[config.mk]
export PLATFORM = sky130hd
export DESIGN_NAME = memcopy_periph
export DESIGN_NICKNAME = d
export VERILOG_FILES = /design/src/memcopy_pkg.sv /design/src/memcopy_bus_arbiter.sv /design/src/memcopy_fifo.sv /design/src/memcopy_periph.sv /design/src/memcopy_reader.sv /design/src/memcopy_regs.sv /design/src/memcopy_writer.sv
export SDC_FILE = /design/constraint.sdc
export NUM_CORES = 1
export LEC_CHECK = 0
export CAP_MARGIN = 15
export CORE_ASPECT_RATIO = 1.5
export CORE_UTILIZATION = 55
export DETAILED_ROUTE_END_ITERATION = 12
export DONT_BUFFER_PORTS = 1
export PLACE_DENSITY = 0.7
export SLEW_MARGIN = 20
export SYNTH_ARGS = -nofsm -noshare
export SYNTH_HDL_FRONTEND = slang
export SYNTH_SLANG_ARGS = --single-unit
[constraint.sdc]
create_clock -name clk_i -period 6.4 [get_ports clk_i]
set_clock_uncertainty 0.2 [all_clocks]
set_input_delay 0.32 -clock clk_i [delete_from_list [all_inputs] [get_ports clk_i]]
set_output_delay 0.32 -clock clk_i [all_outputs]
set_load 0.05 [all_outputs]
[src/memcopy_pkg.sv]
//////////////////////////////////////////////////////////////////////
// Memory-copy peripheral shared types, register map, buffer sizes
// and engine state encodings
//////////////////////////////////////////////////////////////////////

`default_nettype none

package memcopy_pkg;

  typedef logic [31:0] addr_t;
  typedef logic [31:0] data_t;
  typedef logic [3:0]  be_t;
  typedef logic [15:0] word_cnt_t;
  typedef logic [3:0]  reg_addr_t;

  // Register map, byte offsets
  localparam reg_addr_t REG_SRC_PTR = 4'h0;
  localparam reg_addr_t REG_DST_PTR = 4'h4;
  localparam reg_addr_t REG_SIZE    = 4'h8;
  localparam reg_addr_t REG_STATUS  = 4'hc;

  // Depths must stay powers of two, pointers wrap naturally
  localparam int FIFO_DEPTH = 4;
  localparam int FIFO_PTR_W = $clog2(FIFO_DEPTH);
  localparam int ARB_DEPTH  = 4;
  localparam int ARB_PTR_W  = $clog2(ARB_DEPTH);

  typedef logic [FIFO_PTR_W-1:0] fifo_ptr_t;
  typedef logic [FIFO_PTR_W:0]   fifo_cnt_t;
  typedef logic [ARB_PTR_W-1:0]  arb_ptr_t;
  typedef logic [ARB_PTR_W:0]    arb_cnt_t;

  typedef enum logic {
    RD_IDLE,
    RD_RUN
  } reader_state_t;

  typedef enum logic [1:0] {
    WR_IDLE,
    WR_RUN,
    WR_DRAIN
  } writer_state_t;

endpackage

`default_nettype wire

[src/memcopy_bus_arbiter.sv]
//////////////////////////////////////////////////////////////////////
// Memory-copy bus arbiter, writer first, routes in-order responses
//////////////////////////////////////////////////////////////////////

`timescale 1ns/1ps
`default_nettype none

module memcopy_bus_arbiter (
  input  logic               clk_i,
  input  logic               rst_n_i,
  input  logic               rd_req_i,
  input  memcopy_pkg::addr_t rd_addr_i,
  output logic               rd_gnt_o,
  output logic               rd_rvalid_o,
  input  logic               wr_req_i,
  input  memcopy_pkg::addr_t wr_addr_i,
  input  memcopy_pkg::data_t wr_wdata_i,
  output logic               wr_gnt_o,
  output logic               wr_rvalid_o,
  output logic               obi_req_o,
  output logic               obi_we_o,
  output memcopy_pkg::be_t   obi_be_o,
  output memcopy_pkg::addr_t obi_addr_o,
  output memcopy_pkg::data_t obi_wdata_o,
  input  logic               obi_gnt_i,
  input  logic               obi_rvalid_i
);

  // Owner of each outstanding transaction, 1 means writer
  logic                  owner_q [memcopy_pkg::ARB_DEPTH];
  memcopy_pkg::arb_ptr_t tail_q;
  memcopy_pkg::arb_ptr_t head_q;
  memcopy_pkg::arb_cnt_t outstanding_q;
  logic                  lock_q;
  logic                  lock_wr_q;
  logic                  sel_wr;
  logic                  can_grant;
  logic                  bus_gnt;

  assign can_grant = outstanding_q != memcopy_pkg::arb_cnt_t'(memcopy_pkg::ARB_DEPTH);

  // A pending request keeps its engine even if the writer shows up
  assign sel_wr = lock_q ? lock_wr_q : wr_req_i;

  assign obi_req_o   = can_grant && (rd_req_i || wr_req_i);
  assign obi_we_o    = sel_wr;
  assign obi_be_o    = '1;
  assign obi_addr_o  = sel_wr ? wr_addr_i : rd_addr_i;
  assign obi_wdata_o = wr_wdata_i;

  assign bus_gnt     = obi_req_o && obi_gnt_i;
  assign rd_gnt_o    = bus_gnt && !sel_wr;
  assign wr_gnt_o    = bus_gnt && sel_wr;
  assign wr_rvalid_o = obi_rvalid_i && owner_q[head_q];
  assign rd_rvalid_o = obi_rvalid_i && !owner_q[head_q];

  always_ff @(posedge clk_i) begin
    if (!rst_n_i) begin
      tail_q        <= '0;
      head_q        <= '0;
      outstanding_q <= '0;
      lock_q        <= 1'b0;
      lock_wr_q     <= 1'b0;
    end else begin
      lock_q    <= obi_req_o && !obi_gnt_i;
      lock_wr_q <= sel_wr;
      if (bus_gnt) begin
        tail_q <= tail_q + 1'b1;
      end
      if (obi_rvalid_i) begin
        head_q <= head_q + 1'b1;
      end
      case ({bus_gnt, obi_rvalid_i})
        2'b10:   outstanding_q <= outstanding_q + 1'b1;
        2'b01:   outstanding_q <= outstanding_q - 1'b1;
        default: ;
      endcase
    end
  end

  always_ff @(posedge clk_i) begin
    if (bus_gnt) begin
      owner_q[tail_q] <= sel_wr;
    end
  end

endmodule

`default_nettype wire

[src/memcopy_fifo.sv]
//////////////////////////////////////////////////////////////////////
// Memory-copy data buffer, head word visible, reports free entries
//////////////////////////////////////////////////////////////////////

`timescale 1ns/1ps
`default_nettype none

module memcopy_fifo (
  input  logic                   clk_i,
  input  logic                   rst_n_i,
  input  logic                   push_i,
  input  memcopy_pkg::data_t     wdata_i,
  input  logic                   pop_i,
  output memcopy_pkg::data_t     rdata_o,
  output logic                   empty_o,
  output memcopy_pkg::fifo_cnt_t free_o
);

  memcopy_pkg::data_t     mem_q [memcopy_pkg::FIFO_DEPTH];
  memcopy_pkg::fifo_ptr_t wr_ptr_q;
  memcopy_pkg::fifo_ptr_t rd_ptr_q;
  memcopy_pkg::fifo_cnt_t count_q;

  assign rdata_o = mem_q[rd_ptr_q];
  assign empty_o = (count_q == '0);
  assign free_o  = memcopy_pkg::fifo_cnt_t'(memcopy_pkg::FIFO_DEPTH) - count_q;

  always_ff @(posedge clk_i) begin
    if (!rst_n_i) begin
      wr_ptr_q <= '0;
      rd_ptr_q <= '0;
      count_q  <= '0;
    end else begin
      if (push_i) begin
        wr_ptr_q <= wr_ptr_q + 1'b1;
      end
      if (pop_i) begin
        rd_ptr_q <= rd_ptr_q + 1'b1;
      end
      case ({push_i, pop_i})
        2'b10:   count_q <= count_q + 1'b1;
        2'b01:   count_q <= count_q - 1'b1;
        default: ;
      endcase
    end
  end

  always_ff @(posedge clk_i) begin
    if (push_i) begin
      mem_q[wr_ptr_q] <= wdata_i;
    end
  end

endmodule

`default_nettype wire

[src/memcopy_periph.sv]
//////////////////////////////////////////////////////////////////////
// Memory-copy peripheral top: register port in, one bus master out
//////////////////////////////////////////////////////////////////////

`timescale 1ns/1ps
`default_nettype none

module memcopy_periph (
  input  logic                   clk_i,
  input  logic                   rst_n_i,
  input  logic                   reg_valid_i,
  input  logic                   reg_write_i,
  input  memcopy_pkg::reg_addr_t reg_addr_i,
  input  memcopy_pkg::data_t     reg_wdata_i,
  output logic                   reg_ready_o,
  output memcopy_pkg::data_t     reg_rdata_o,
  output logic                   reg_error_o,
  output logic                   obi_req_o,
  output logic                   obi_we_o,
  output memcopy_pkg::be_t       obi_be_o,
  output memcopy_pkg::addr_t     obi_addr_o,
  output memcopy_pkg::data_t     obi_wdata_o,
  input  logic                   obi_gnt_i,
  input  memcopy_pkg::data_t     obi_rdata_i,
  input  logic                   obi_rvalid_i,
  output logic                   memcopy_intr_o
);

  logic                   start;
  logic                   done;
  memcopy_pkg::addr_t     src_ptr;
  memcopy_pkg::addr_t     dst_ptr;
  memcopy_pkg::word_cnt_t size;
  logic                   rd_req;
  logic                   rd_gnt;
  logic                   rd_rvalid;
  memcopy_pkg::addr_t     rd_addr;
  logic                   wr_req;
  logic                   wr_gnt;
  logic                   wr_rvalid;
  memcopy_pkg::addr_t     wr_addr;
  memcopy_pkg::data_t     wr_wdata;
  logic                   fifo_pop;
  logic                   fifo_empty;
  memcopy_pkg::data_t     fifo_rdata;
  memcopy_pkg::fifo_cnt_t fifo_free;

  memcopy_regs i_memcopy_regs (
    .clk_i       (clk_i),
    .rst_n_i     (rst_n_i),
    .reg_valid_i (reg_valid_i),
    .reg_write_i (reg_write_i),
    .reg_addr_i  (reg_addr_i),
    .reg_wdata_i (reg_wdata_i),
    .reg_ready_o (reg_ready_o),
    .reg_rdata_o (reg_rdata_o),
    .reg_error_o (reg_error_o),
    .start_o     (start),
    .src_ptr_o   (src_ptr),
    .dst_ptr_o   (dst_ptr),
    .size_o      (size),
    .done_i      (done),
    .intr_o      (memcopy_intr_o)
  );

  memcopy_reader i_memcopy_reader (
    .clk_i       (clk_i),
    .rst_n_i     (rst_n_i),
    .start_i     (start),
    .src_ptr_i   (src_ptr),
    .size_i      (size),
    .req_o       (rd_req),
    .addr_o      (rd_addr),
    .gnt_i       (rd_gnt),
    .rvalid_i    (rd_rvalid),
    .fifo_free_i (fifo_free)
  );

  // Read responses land in the buffer directly
  memcopy_fifo i_memcopy_fifo (
    .clk_i   (clk_i),
    .rst_n_i (rst_n_i),
    .push_i  (rd_rvalid),
    .wdata_i (obi_rdata_i),
    .pop_i   (fifo_pop),
    .rdata_o (fifo_rdata),
    .empty_o (fifo_empty),
    .free_o  (fifo_free)
  );

  memcopy_writer i_memcopy_writer (
    .clk_i        (clk_i),
    .rst_n_i      (rst_n_i),
    .start_i      (start),
    .dst_ptr_i    (dst_ptr),
    .size_i       (size),
    .fifo_empty_i (fifo_empty),
    .fifo_data_i  (fifo_rdata),
    .fifo_pop_o   (fifo_pop),
    .req_o        (wr_req),
    .addr_o       (wr_addr),
    .wdata_o      (wr_wdata),
    .gnt_i        (wr_gnt),
    .rvalid_i     (wr_rvalid),
    .done_o       (done)
  );

  memcopy_bus_arbiter i_memcopy_bus_arbiter (
    .clk_i        (clk_i),
    .rst_n_i      (rst_n_i),
    .rd_req_i     (rd_req),
    .rd_addr_i    (rd_addr),
    .rd_gnt_o     (rd_gnt),
    .rd_rvalid_o  (rd_rvalid),
    .wr_req_i     (wr_req),
    .wr_addr_i    (wr_addr),
    .wr_wdata_i   (wr_wdata),
    .wr_gnt_o     (wr_gnt),
    .wr_rvalid_o  (wr_rvalid),
    .obi_req_o    (obi_req_o),
    .obi_we_o     (obi_we_o),
    .obi_be_o     (obi_be_o),
    .obi_addr_o   (obi_addr_o),
    .obi_wdata_o  (obi_wdata_o),
    .obi_gnt_i    (obi_gnt_i),
    .obi_rvalid_i (obi_rvalid_i)
  );

endmodule

`default_nettype wire

[src/memcopy_reader.sv]
//////////////////////////////////////////////////////////////////////
// Memory-copy read engine, issues word reads while FIFO credit lasts
//////////////////////////////////////////////////////////////////////

`timescale 1ns/1ps
`default_nettype none

module memcopy_reader (
  input  logic                   clk_i,
  input  logic                   rst_n_i,
  input  logic                   start_i,
  input  memcopy_pkg::addr_t     src_ptr_i,
  input  memcopy_pkg::word_cnt_t size_i,
  output logic                   req_o,
  output memcopy_pkg::addr_t     addr_o,
  input  logic                   gnt_i,
  input  logic                   rvalid_i,
  input  memcopy_pkg::fifo_cnt_t fifo_free_i
);

  memcopy_pkg::reader_state_t state_q;
  memcopy_pkg::addr_t         addr_q;
  memcopy_pkg::word_cnt_t     left_q;
  memcopy_pkg::fifo_cnt_t     inflight_q;

  // Free space less reads in flight must stay positive
  assign req_o  = (state_q == memcopy_pkg::RD_RUN) && (fifo_free_i > inflight_q);
  assign addr_o = addr_q;

  always_ff @(posedge clk_i) begin
    if (!rst_n_i) begin
      state_q    <= memcopy_pkg::RD_IDLE;
      inflight_q <= '0;
    end else begin
      case ({gnt_i, rvalid_i})
        2'b10:   inflight_q <= inflight_q + 1'b1;
        2'b01:   inflight_q <= inflight_q - 1'b1;
        default: ;
      endcase
      case (state_q)
        memcopy_pkg::RD_IDLE: begin
          if (start_i) begin
            state_q <= memcopy_pkg::RD_RUN;
          end
        end
        memcopy_pkg::RD_RUN: begin
          if (gnt_i && (left_q == 16'd1)) begin
            state_q <= memcopy_pkg::RD_IDLE;
          end
        end
        default: state_q <= memcopy_pkg::RD_IDLE;
      endcase
    end
  end

  always_ff @(posedge clk_i) begin
    if (start_i) begin
      addr_q <= src_ptr_i;
      left_q <= size_i;
    end else if (gnt_i) begin
      addr_q <= addr_q + 32'd4;
      left_q <= left_q - 16'd1;
    end
  end

endmodule

`default_nettype wire

[src/memcopy_regs.sv]
//////////////////////////////////////////////////////////////////////
// Memory-copy register front end: pointers, word count, busy flag,
// start pulse and completion interrupt
//////////////////////////////////////////////////////////////////////

`timescale 1ns/1ps
`default_nettype none

module memcopy_regs (
  input  logic                   clk_i,
  input  logic                   rst_n_i,
  input  logic                   reg_valid_i,
  input  logic                   reg_write_i,
  input  memcopy_pkg::reg_addr_t reg_addr_i,
  input  memcopy_pkg::data_t     reg_wdata_i,
  output logic                   reg_ready_o,
  output memcopy_pkg::data_t     reg_rdata_o,
  output logic                   reg_error_o,
  output logic                   start_o,
  output memcopy_pkg::addr_t     src_ptr_o,
  output memcopy_pkg::addr_t     dst_ptr_o,
  output memcopy_pkg::word_cnt_t size_o,
  input  logic                   done_i,
  output logic                   intr_o
);

  memcopy_pkg::addr_t     src_ptr_q;
  memcopy_pkg::addr_t     dst_ptr_q;
  memcopy_pkg::word_cnt_t size_q;
  memcopy_pkg::word_cnt_t wdata_size;
  logic                   busy_q;
  logic                   start_q;
  logic                   intr_q;
  logic                   addr_hit;
  logic                   wr_ok;

  assign wdata_size = memcopy_pkg::word_cnt_t'(reg_wdata_i);

  // Single-cycle access, always ready
  assign reg_ready_o = reg_valid_i;

  always_comb begin
    addr_hit    = 1'b1;
    reg_rdata_o = '0;
    case (reg_addr_i)
      memcopy_pkg::REG_SRC_PTR: reg_rdata_o = src_ptr_q;
      memcopy_pkg::REG_DST_PTR: reg_rdata_o = dst_ptr_q;
      memcopy_pkg::REG_SIZE:    reg_rdata_o = memcopy_pkg::data_t'(size_q);
      memcopy_pkg::REG_STATUS:  reg_rdata_o = memcopy_pkg::data_t'(busy_q);
      default:                  addr_hit = 1'b0;
    endcase
  end

  // Bad offset, status write, or resize during a copy
  assign reg_error_o = reg_valid_i &&
                       (!addr_hit ||
                        (reg_write_i && (reg_addr_i == memcopy_pkg::REG_STATUS)) ||
                        (reg_write_i && (reg_addr_i == memcopy_pkg::REG_SIZE) && busy_q));

  assign wr_ok = reg_valid_i && reg_write_i && !reg_error_o;

  always_ff @(posedge clk_i) begin
    if (!rst_n_i) begin
      src_ptr_q <= '0;
      dst_ptr_q <= '0;
      size_q    <= '0;
      busy_q    <= 1'b0;
      start_q   <= 1'b0;
      intr_q    <= 1'b0;
    end else begin
      start_q <= 1'b0;
      intr_q  <= done_i;
      if (done_i) begin
        busy_q <= 1'b0;
      end
      if (wr_ok) begin
        case (reg_addr_i)
          memcopy_pkg::REG_SRC_PTR: src_ptr_q <= reg_wdata_i;
          memcopy_pkg::REG_DST_PTR: dst_ptr_q <= reg_wdata_i;
          memcopy_pkg::REG_SIZE: begin
            size_q <= wdata_size;
            // Zero length is stored but never launched
            if (wdata_size != '0) begin
              start_q <= 1'b1;
              busy_q  <= 1'b1;
            end
          end
          default: ;
        endcase
      end
    end
  end

  assign start_o   = start_q;
  assign src_ptr_o = src_ptr_q;
  assign dst_ptr_o = dst_ptr_q;
  assign size_o    = size_q;
  assign intr_o    = intr_q;

endmodule

`default_nettype wire

[src/memcopy_writer.sv]
//////////////////////////////////////////////////////////////////////
// Memory-copy write engine, drains the FIFO and signals completion
//////////////////////////////////////////////////////////////////////

`timescale 1ns/1ps
`default_nettype none

module memcopy_writer (
  input  logic                   clk_i,
  input  logic                   rst_n_i,
  input  logic                   start_i,
  input  memcopy_pkg::addr_t     dst_ptr_i,
  input  memcopy_pkg::word_cnt_t size_i,
  input  logic                   fifo_empty_i,
  input  memcopy_pkg::data_t     fifo_data_i,
  output logic                   fifo_pop_o,
  output logic                   req_o,
  output memcopy_pkg::addr_t     addr_o,
  output memcopy_pkg::data_t     wdata_o,
  input  logic                   gnt_i,
  input  logic                   rvalid_i,
  output logic                   done_o
);

  memcopy_pkg::writer_state_t state_q;
  memcopy_pkg::addr_t         addr_q;
  memcopy_pkg::word_cnt_t     issue_left_q;
  memcopy_pkg::word_cnt_t     resp_left_q;
  logic                       done_q;

  // Head word stays put until the grant pops it
  assign req_o      = (state_q == memcopy_pkg::WR_RUN) && !fifo_empty_i;
  assign fifo_pop_o = req_o && gnt_i;
  assign addr_o     = addr_q;
  assign wdata_o    = fifo_data_i;
  assign done_o     = done_q;

  always_ff @(posedge clk_i) begin
    if (!rst_n_i) begin
      state_q <= memcopy_pkg::WR_IDLE;
      done_q  <= 1'b0;
    end else begin
      done_q <= 1'b0;
      case (state_q)
        memcopy_pkg::WR_IDLE: begin
          if (start_i) begin
            state_q <= memcopy_pkg::WR_RUN;
          end
        end
        memcopy_pkg::WR_RUN: begin
          if (gnt_i && (issue_left_q == 16'd1)) begin
            state_q <= memcopy_pkg::WR_DRAIN;
          end
        end
        memcopy_pkg::WR_DRAIN: begin
          if (rvalid_i && (resp_left_q == 16'd1)) begin
            done_q  <= 1'b1;
            state_q <= memcopy_pkg::WR_IDLE;
          end
        end
        default: state_q <= memcopy_pkg::WR_IDLE;
      endcase
    end
  end

  // Responses can already arrive while writes are still issued
  always_ff @(posedge clk_i) begin
    if (start_i) begin
      addr_q       <= dst_ptr_i;
      issue_left_q <= size_i;
      resp_left_q  <= size_i;
    end else begin
      if (gnt_i) begin
        addr_q       <= addr_q + 32'd4;
        issue_left_q <= issue_left_q - 16'd1;
      end
      if (rvalid_i) begin
        resp_left_q <= resp_left_q - 16'd1;
      end
    end
  end

endmodule

`default_nettype wire

### Word level (Yosys, flattened, before mapping)

Memory sizes are Yosys's and may differ from the RTL's. A register that Yosys moved wholly into a read port is not among the register bits.
Cells that the tools add are included.

* add/subtract/negate cells: 16
* order comparisons: 1
* equality and inequality tests: 18
* mux-type cells: 38
* bitwise operators: 1
* reductions and logical operators: 45

Operators with widths (count)
* two-way mux 32 bit: 5
* case mux 32 bit (4 select lines): 1
* two-way mux 16 bit: 6
* adder 32 x 3 -> 32 bit (second input constant): 2
* equality test 16 x 1 -> 1 bit (second input constant): 3
* subtractor 16 x 1 -> 16 bit (second input constant): 3
* logical AND 1 bit: 19
* case mux 3 bit (2 select lines): 3
* nonzero test 16 bit: 1
* two-way mux 1 bit: 14
* two-way mux 2 bit: 7
* nonzero test 2 bit: 6
* adder 3 x 1 -> 3 bit (second input constant): 3
* subtractor 3 x 1 -> 3 bit (second input constant): 3
* adder 2 x 1 -> 2 bit (second input constant): 4
* equality test 2 x 1 -> 1 bit (second input constant): 4
* equality test 2 bit (second input constant): 4
* equality test 4 bit (second input constant): 2
* AND reduction 2 bit: 4
* zero test 1 bit: 6
* case mux 2 bit (3 select lines): 1
* AND reduction 3 bit: 2
* equality test 4 x 3 -> 1 bit (second input constant): 1
* zero test 4 bit: 1
* other kinds (11): 14

* register bits: 218
* bits in writable memories: 132
* input bits: 74
* output and inout port bits: 105
* logic and storage cells: 144
* memories: 2

Memories
* i_memcopy_fifo.mem_q: words 4, bits a word 32, read ports 1, clocked after Yosys merged registers in 1, wr ports 1, line memcopy_fifo.sv:19 `memcopy_pkg::data_t mem_q [memcopy_pkg::FIFO_DEPTH];`
* i_memcopy_bus_arbiter.owner_q: words 4, bits a word 1, read ports 1, clocked after Yosys merged registers in 1, wr ports 1, line memcopy_bus_arbiter.sv:30 `logic owner_q [memcopy_pkg::ARB_DEPTH];`

### Longest topological paths before layout

* word-level depth: 10
* gate-level depth with buffers: 16
* gate-level depth less buffers: 16

### Modules after synthesis

A second synthesis with hierarchy kept.

* cells, all modules: 1511
* area, all modules: 17777.0 µm²

By module, submodules not included
* memcopy_fifo: times used 1, cells an instance 216, area each 5137.4 µm²
* memcopy_writer: times used 1, cells an instance 406, area each 4097.7 µm²
* memcopy_regs: times used 1, cells an instance 432, area each 3925.0 µm²
* memcopy_reader: times used 1, cells an instance 323, area each 3128.0 µm²
* memcopy_bus_arbiter: times used 1, cells an instance 134, area each 1488.9 µm²

### Worst setup path before layout

Ideal clock, no wire load.

* kind: flip-flop to flip-flop
* start: register i_memcopy_fifo.count_q[0]
* end: register i_memcopy_reader.addr_q[10], in the netlist i_memcopy_reader.addr_o[10] (enable)
* setup time: 0.519 ns
* arrival: 5.117 ns
* slack: 0.564 ns
* stages on the path, launching flop included: 9
* buffers on the path: 1
* cell sequence: dfxtp_1 -> inv_1 -> ha_1 -> ha_1 -> nor3b_1 -> a21boi_1 -> inv_1 -> buf_2 -> o31ai_1

* elaborated cells on any way between the ends: 13
* classes of those cells: 1 x add/sub; 1 x order compare; 1 x mux; 10 x reduce/logical

RTL lines
* start, declared: line memcopy_fifo.sv:22 `memcopy_pkg::fifo_cnt_t count_q;`
* start signal, assigned: line memcopy_fifo.sv:41 `2'b10: count_q <= count_q + 1'b1;`
* start signal, assigned: line memcopy_fifo.sv:42 `2'b01: count_q <= count_q - 1'b1;`
* zero test 3 bit: line memcopy_fifo.sv:25 `assign empty_o = (count_q == '0);`
* zero test 1 bit: line memcopy_writer.sv:32 `assign req_o = (state_q == memcopy_pkg::WR_RUN) && !fifo_empty_i;`
* logical AND 1 bit: line memcopy_writer.sv:32
* two-way mux 1 bit: line memcopy_bus_arbiter.sv:43 `assign sel_wr = lock_q ? lock_wr_q : wr_req_i;`
* net obi_we_o: line memcopy_periph.sv:19 `output logic obi_we_o,`
* zero test 1 bit: line memcopy_bus_arbiter.sv:52 `assign rd_gnt_o = bus_gnt && !sel_wr;`
* logical AND 1 bit: line memcopy_bus_arbiter.sv:52
* nonzero test 2 bit (no line)
* end signal, assigned: line memcopy_reader.sv:58 `addr_q <= src_ptr_i;`
* end signal, assigned: line memcopy_reader.sv:61 `addr_q <= addr_q + 32'd4;`
* end, declared: line memcopy_reader.sv:22 `memcopy_pkg::addr_t addr_q;`

The timed path passes the listed nets, and every way through them passes these cells.
A chain may end at the register's enable or synchronous reset.

### Worst setup path in the final report

* start: register i_memcopy_fifo.count_q[0]
* end: output obi_addr_o[10]

* cells in the longest elaborated chain, start to end: 5

RTL lines
* zero test 3 bit: line memcopy_fifo.sv:25
* zero test 1 bit: line memcopy_writer.sv:32
* logical AND 1 bit: line memcopy_writer.sv:32
* two-way mux 1 bit: line memcopy_bus_arbiter.sv:43
* net obi_we_o: line memcopy_periph.sv:19
* two-way mux 32 bit: line memcopy_bus_arbiter.sv:48 `assign obi_addr_o = sel_wr ? wr_addr_i : rd_addr_i;`
* end, declared: line memcopy_periph.sv:21 `output memcopy_pkg::addr_t obi_addr_o,`

The timed path passes the listed nets, and every way through them passes these cells.

==> results by group <==
Status
  – Run status: finished, final reports clean

Logic synthesis
  – Count leader, synth: sky130_fd_sc_hd__edfxtp_1
  – Sequential element share of the synthesized area: 58.1%
  – Proportion of netlist area held by the largest area contributor: 44.7%
  – Synthesized netlist cell count: 1425
  – Cell types with the largest area share after synthesis: sky130_fd_sc_hd__edfxtp_1 45%, sky130_fd_sc_hd__dfxtp_1 13%, sky130_fd_sc_hd__nand2_1 5.1%
  – Number of flops mapped to enable cells by yosys: 244
  – Post-synth ARST share: 0%
  – Cell accounting for the most synthesized area: sky130_fd_sc_hd__edfxtp_1
  – Commonest cells in the netlist: 244 x sky130_fd_sc_hd__edfxtp_1, 224 x sky130_fd_sc_hd__nand2_1, 112 x sky130_fd_sc_hd__a21oi_1, 110 x sky130_fd_sc_hd__dfxtp_1, 102 x sky130_fd_sc_hd__nor2_1
  – Count of unique library cells instantiated by Yosys: 58
  – Primary FF master, synth: sky130_fd_sc_hd__edfxtp_1
  – Yosys warns: 0
  – Number of register bits inferred by synthesis: 354
  – Cell area after synthesis: 16400 sq um
  – Mean area per synthesized cell: 11.5 sq um

Final layout
  – Number of filler instances in the final layout: 2281
  – Fraction of layout instances using a drive strength above 1: 11.1%
  – Syn-to-layout area delta: 13.3%
  – Layout Nets: 1574

Worst setup path
  – Critical path arrival: 3.37 ns
  – Type of the worst setup path: flop to primary output
  – Worst Setup Start Kind: flop
  – Max stage delay cell, worst path: sky130_fd_sc_hd__inv_2
  – Worst path required time: 5.88 ns
  – Critical Path, Cell by Cell: inv_1 -> ha_1 -> ha_1 -> nor3b_1 -> a21boi_1 -> buf_4 -> inv_2 -> mux2_2
  – Max incr delay on CP: 0.81 ns
  – Max FO, Critical Path: 36
  – Kind of end point of the critical path: primary output
  – Most frequent cell on the critical path: sky130_fd_sc_hd__ha_1

Timing
  – Total of endpoints with negative setup slack in the final report: 0
  – Final worst path period need: 3.89 ns
  – Period utilization: 60.7%
  – RSZ-0062 raised after global routing: false
  – Number of hold violations in the final report: 0
  – Setup TNS Final: 0 ns
  – Slew Limit Fails: 0
  – Worst max-slew margin expressed relative to the limit: 25.6%
  – Post-route worst setup slack: 2.51 ns
  – Slew at the pin closest to its max-slew limit: 1.11 ns
  – Fmax: 257 MHz

Placement
  – HPWL after DPL: 25.9 mm
  – Final Wtd Congestion: 0.904
  – Count of input and output buffers: 0
  – DP Worst Slack: 2.61 ns

Routing
  – Post-detailed-route count of antenna-violating nets: 0
  – Pre-Repair DR Iteration Count: 5
  – Via/cell ratio: 5.77
  – Average wire length per cell after detail routing: 20.3 microns
  – Initial drt markers: 657
  – Count of vias placed by the detailed router: 10948
  – Overall routed net length: 38.5 mm
  – DRC violation count after routing: 0

Die
  – Standard-cell rows: 77
  – Area of the core: 29400 sq um
  – Ports: 179
  – Vertical die dimension: 213 microns
  – Horizontal die dimension: 143 microns
  – Full die area: 30500 sq um
  – Effective utilization at floorplan: 55.8%

Clocking
  – Worst-case clock buffer depth: 3
  – Clock sink count: 354
  – Clock tree from TritonCTS: done
  – Buffer cell driving the clock tree root: sky130_fd_sc_hd__clkbuf_16
  – Number of buffers inserted during clock tree synthesis: 36
  – Clock slew at reported path FFs: 0.06 ns
  – Number of H-tree branching levels: 2
  – Clock insertion delay at the later pin of the skew report: 0.53 ns
  – Post-CTS setup buffer count: 0

Flow run
  – Max_cap viols: 0

Power and ir drop
  – Leakage: 6.12 nW
  – Pwr Total: 4.79 mW
  – Total power divided by cell area: 258 nW/um^2
  – Peak supply drop: 0.228 mV

GRT
  – GRT overflow: 0
  – Initial antenna violation count: 0
  – Global-route total usage across every layer: 25.6%
  – Pin count of the biggest net entering global routing: 84
  – Global-route wire length before repair: 59.5 mm
  – Vias in the first global route: 11182

Hold path
  – Min-delay worst type: input pin to flop
worst paths after layout:
path / from / endpoint / slack (ns) / cells after the start
max: i_memcopy_fifo.count_q[0] / obi_addr_o[10] / 2.51 / 8
min reg2reg: i_memcopy_regs.src_ptr_o[28] / i_memcopy_regs.src_ptr_o[28] / 0.27 / 2
max reg2reg: i_memcopy_fifo.count_q[0] / i_memcopy_bus_arbiter.outstanding_q[2] / 2.65 / 16
min: obi_rvalid_i / i_memcopy_fifo.wr_ptr_q[0] / 0.03 / 3
power by group:
| part | switching, mW | internal, mW |
|---|---|---|
| clock | 0.864 | 1.21 |
| combinational | 0.135 | 0.0791 |
| sequential | 0.0240 | 2.48 |
per-stage QoR:
step / util (%) / hold WS [ns] / instance area [sq um] / std cells
after floorplan: - / 0.199 / 16400 / 1428
after global placement: 56.9 / 0.214 / 16700 / 1762
after detailed placement: 56.9 / 0.216 / 16700 / 1762
after CTS: 63.2 / 0.0230 / 18600 / 1896
after global routing: 63.2 / 0.0718 / 18600 / 1896
final: 63.2 / 0.0316 / 18600 / 1897
flip-flops by register name (all words and copies together) (netlist names), 3 cells and up, named ones only:
| register | count |
|---|---|
| i_memcopy_bus_arbiter.outstanding_q | 3 |
| i_memcopy_bus_arbiter.owner_q | 4 |
| i_memcopy_fifo.count_q | 3 |
| i_memcopy_fifo.mem_q | 128 |
| i_memcopy_reader.addr_o | 32 |
| i_memcopy_reader.inflight_q | 3 |
| i_memcopy_reader.left_q | 16 |
| i_memcopy_regs.dst_ptr_o | 32 |
| i_memcopy_regs.size_o | 16 |
| i_memcopy_regs.src_ptr_o | 32 |
| i_memcopy_writer.addr_o | 32 |
| i_memcopy_writer.issue_left_q | 16 |
| i_memcopy_writer.resp_left_q | 16 |
layer usage:
| metal | vias up | track usage, % | wire, microns |
|---|---|---|---|
| met2 | 327 | 48.0 | 20600 |
| li1 | 5204 | - | - |
| met3 | 86 | 4.58 | 2120 |
| met5 | - | 0 | 0 |
| met4 | 0 | 12.7 | 1670 |
| met1 | 5331 | 27.4 | 14100 |
kinds of logic after synthesis:
kind of cell             after synthesis  share of synthesized area (%)
other                                  1                         0.0229
multiplexers                         112                           9.67
adder cells (fa/ha/maj)               27                           2.20
AND/OR/NAND/NOR                      491                           14.0
buffers and inverters                115                           2.93
flip-flops                           354                           58.1
XOR/XNOR                             104                           5.55
AO/OA/AOI/OAI                        221                           7.55
worst max-delay path, delay by kind of cell (launching register included):
kind,cells,cell delay (ns)
compound gates,1,0.12
fa+ha+maj,2,0.38
buf+inv,3,1.09
flops,1,0.35
mux,1,0.55
simple gates,1,0.32
cell type report:
cell class / count / area (sq um) / area share [%]
Sequential cell: 354 / 9530 / 51.3
Clock buffer: 54 / 1040 / 5.60
Inverter: 35 / 133 / 0.714
Clock inverter: 12 / 125 / 0.673
Antenna cell: 1 / 2.50 / 0.0135
Multi-Input combinational cell: 959 / 6430 / 34.6
Tap cell: 395 / 494 / 2.66
Timing Repair Buffer: 87 / 823 / 4.43
placed cells by master (no fill, tap or decap), types with 32 or more instances in the layout:
cell                            count
sky130_fd_sc_hd__clkbuf_16         38
sky130_fd_sc_hd__mux4_2            33
sky130_fd_sc_hd__nor2_1           102
sky130_fd_sc_hd__edfxtp_1         244
sky130_fd_sc_hd__mux2i_1           37
sky130_fd_sc_hd__xnor2_1           68
sky130_fd_sc_hd__dlygate4sd3_1     68
sky130_fd_sc_hd__o21ai_0           61
sky130_fd_sc_hd__dfxtp_1          108
sky130_fd_sc_hd__inv_1             32
sky130_fd_sc_hd__mux2_2            42
sky130_fd_sc_hd__nand2_1          224
sky130_fd_sc_hd__a21oi_1          112
sky130_fd_sc_hd__xor2_1            36
what timing repair did:
item,CTS,global route
endpoints found under the hold margin,224,0
hold buffers,68,0
resized for setup,0,0
(Power assumes the default switching activity.)
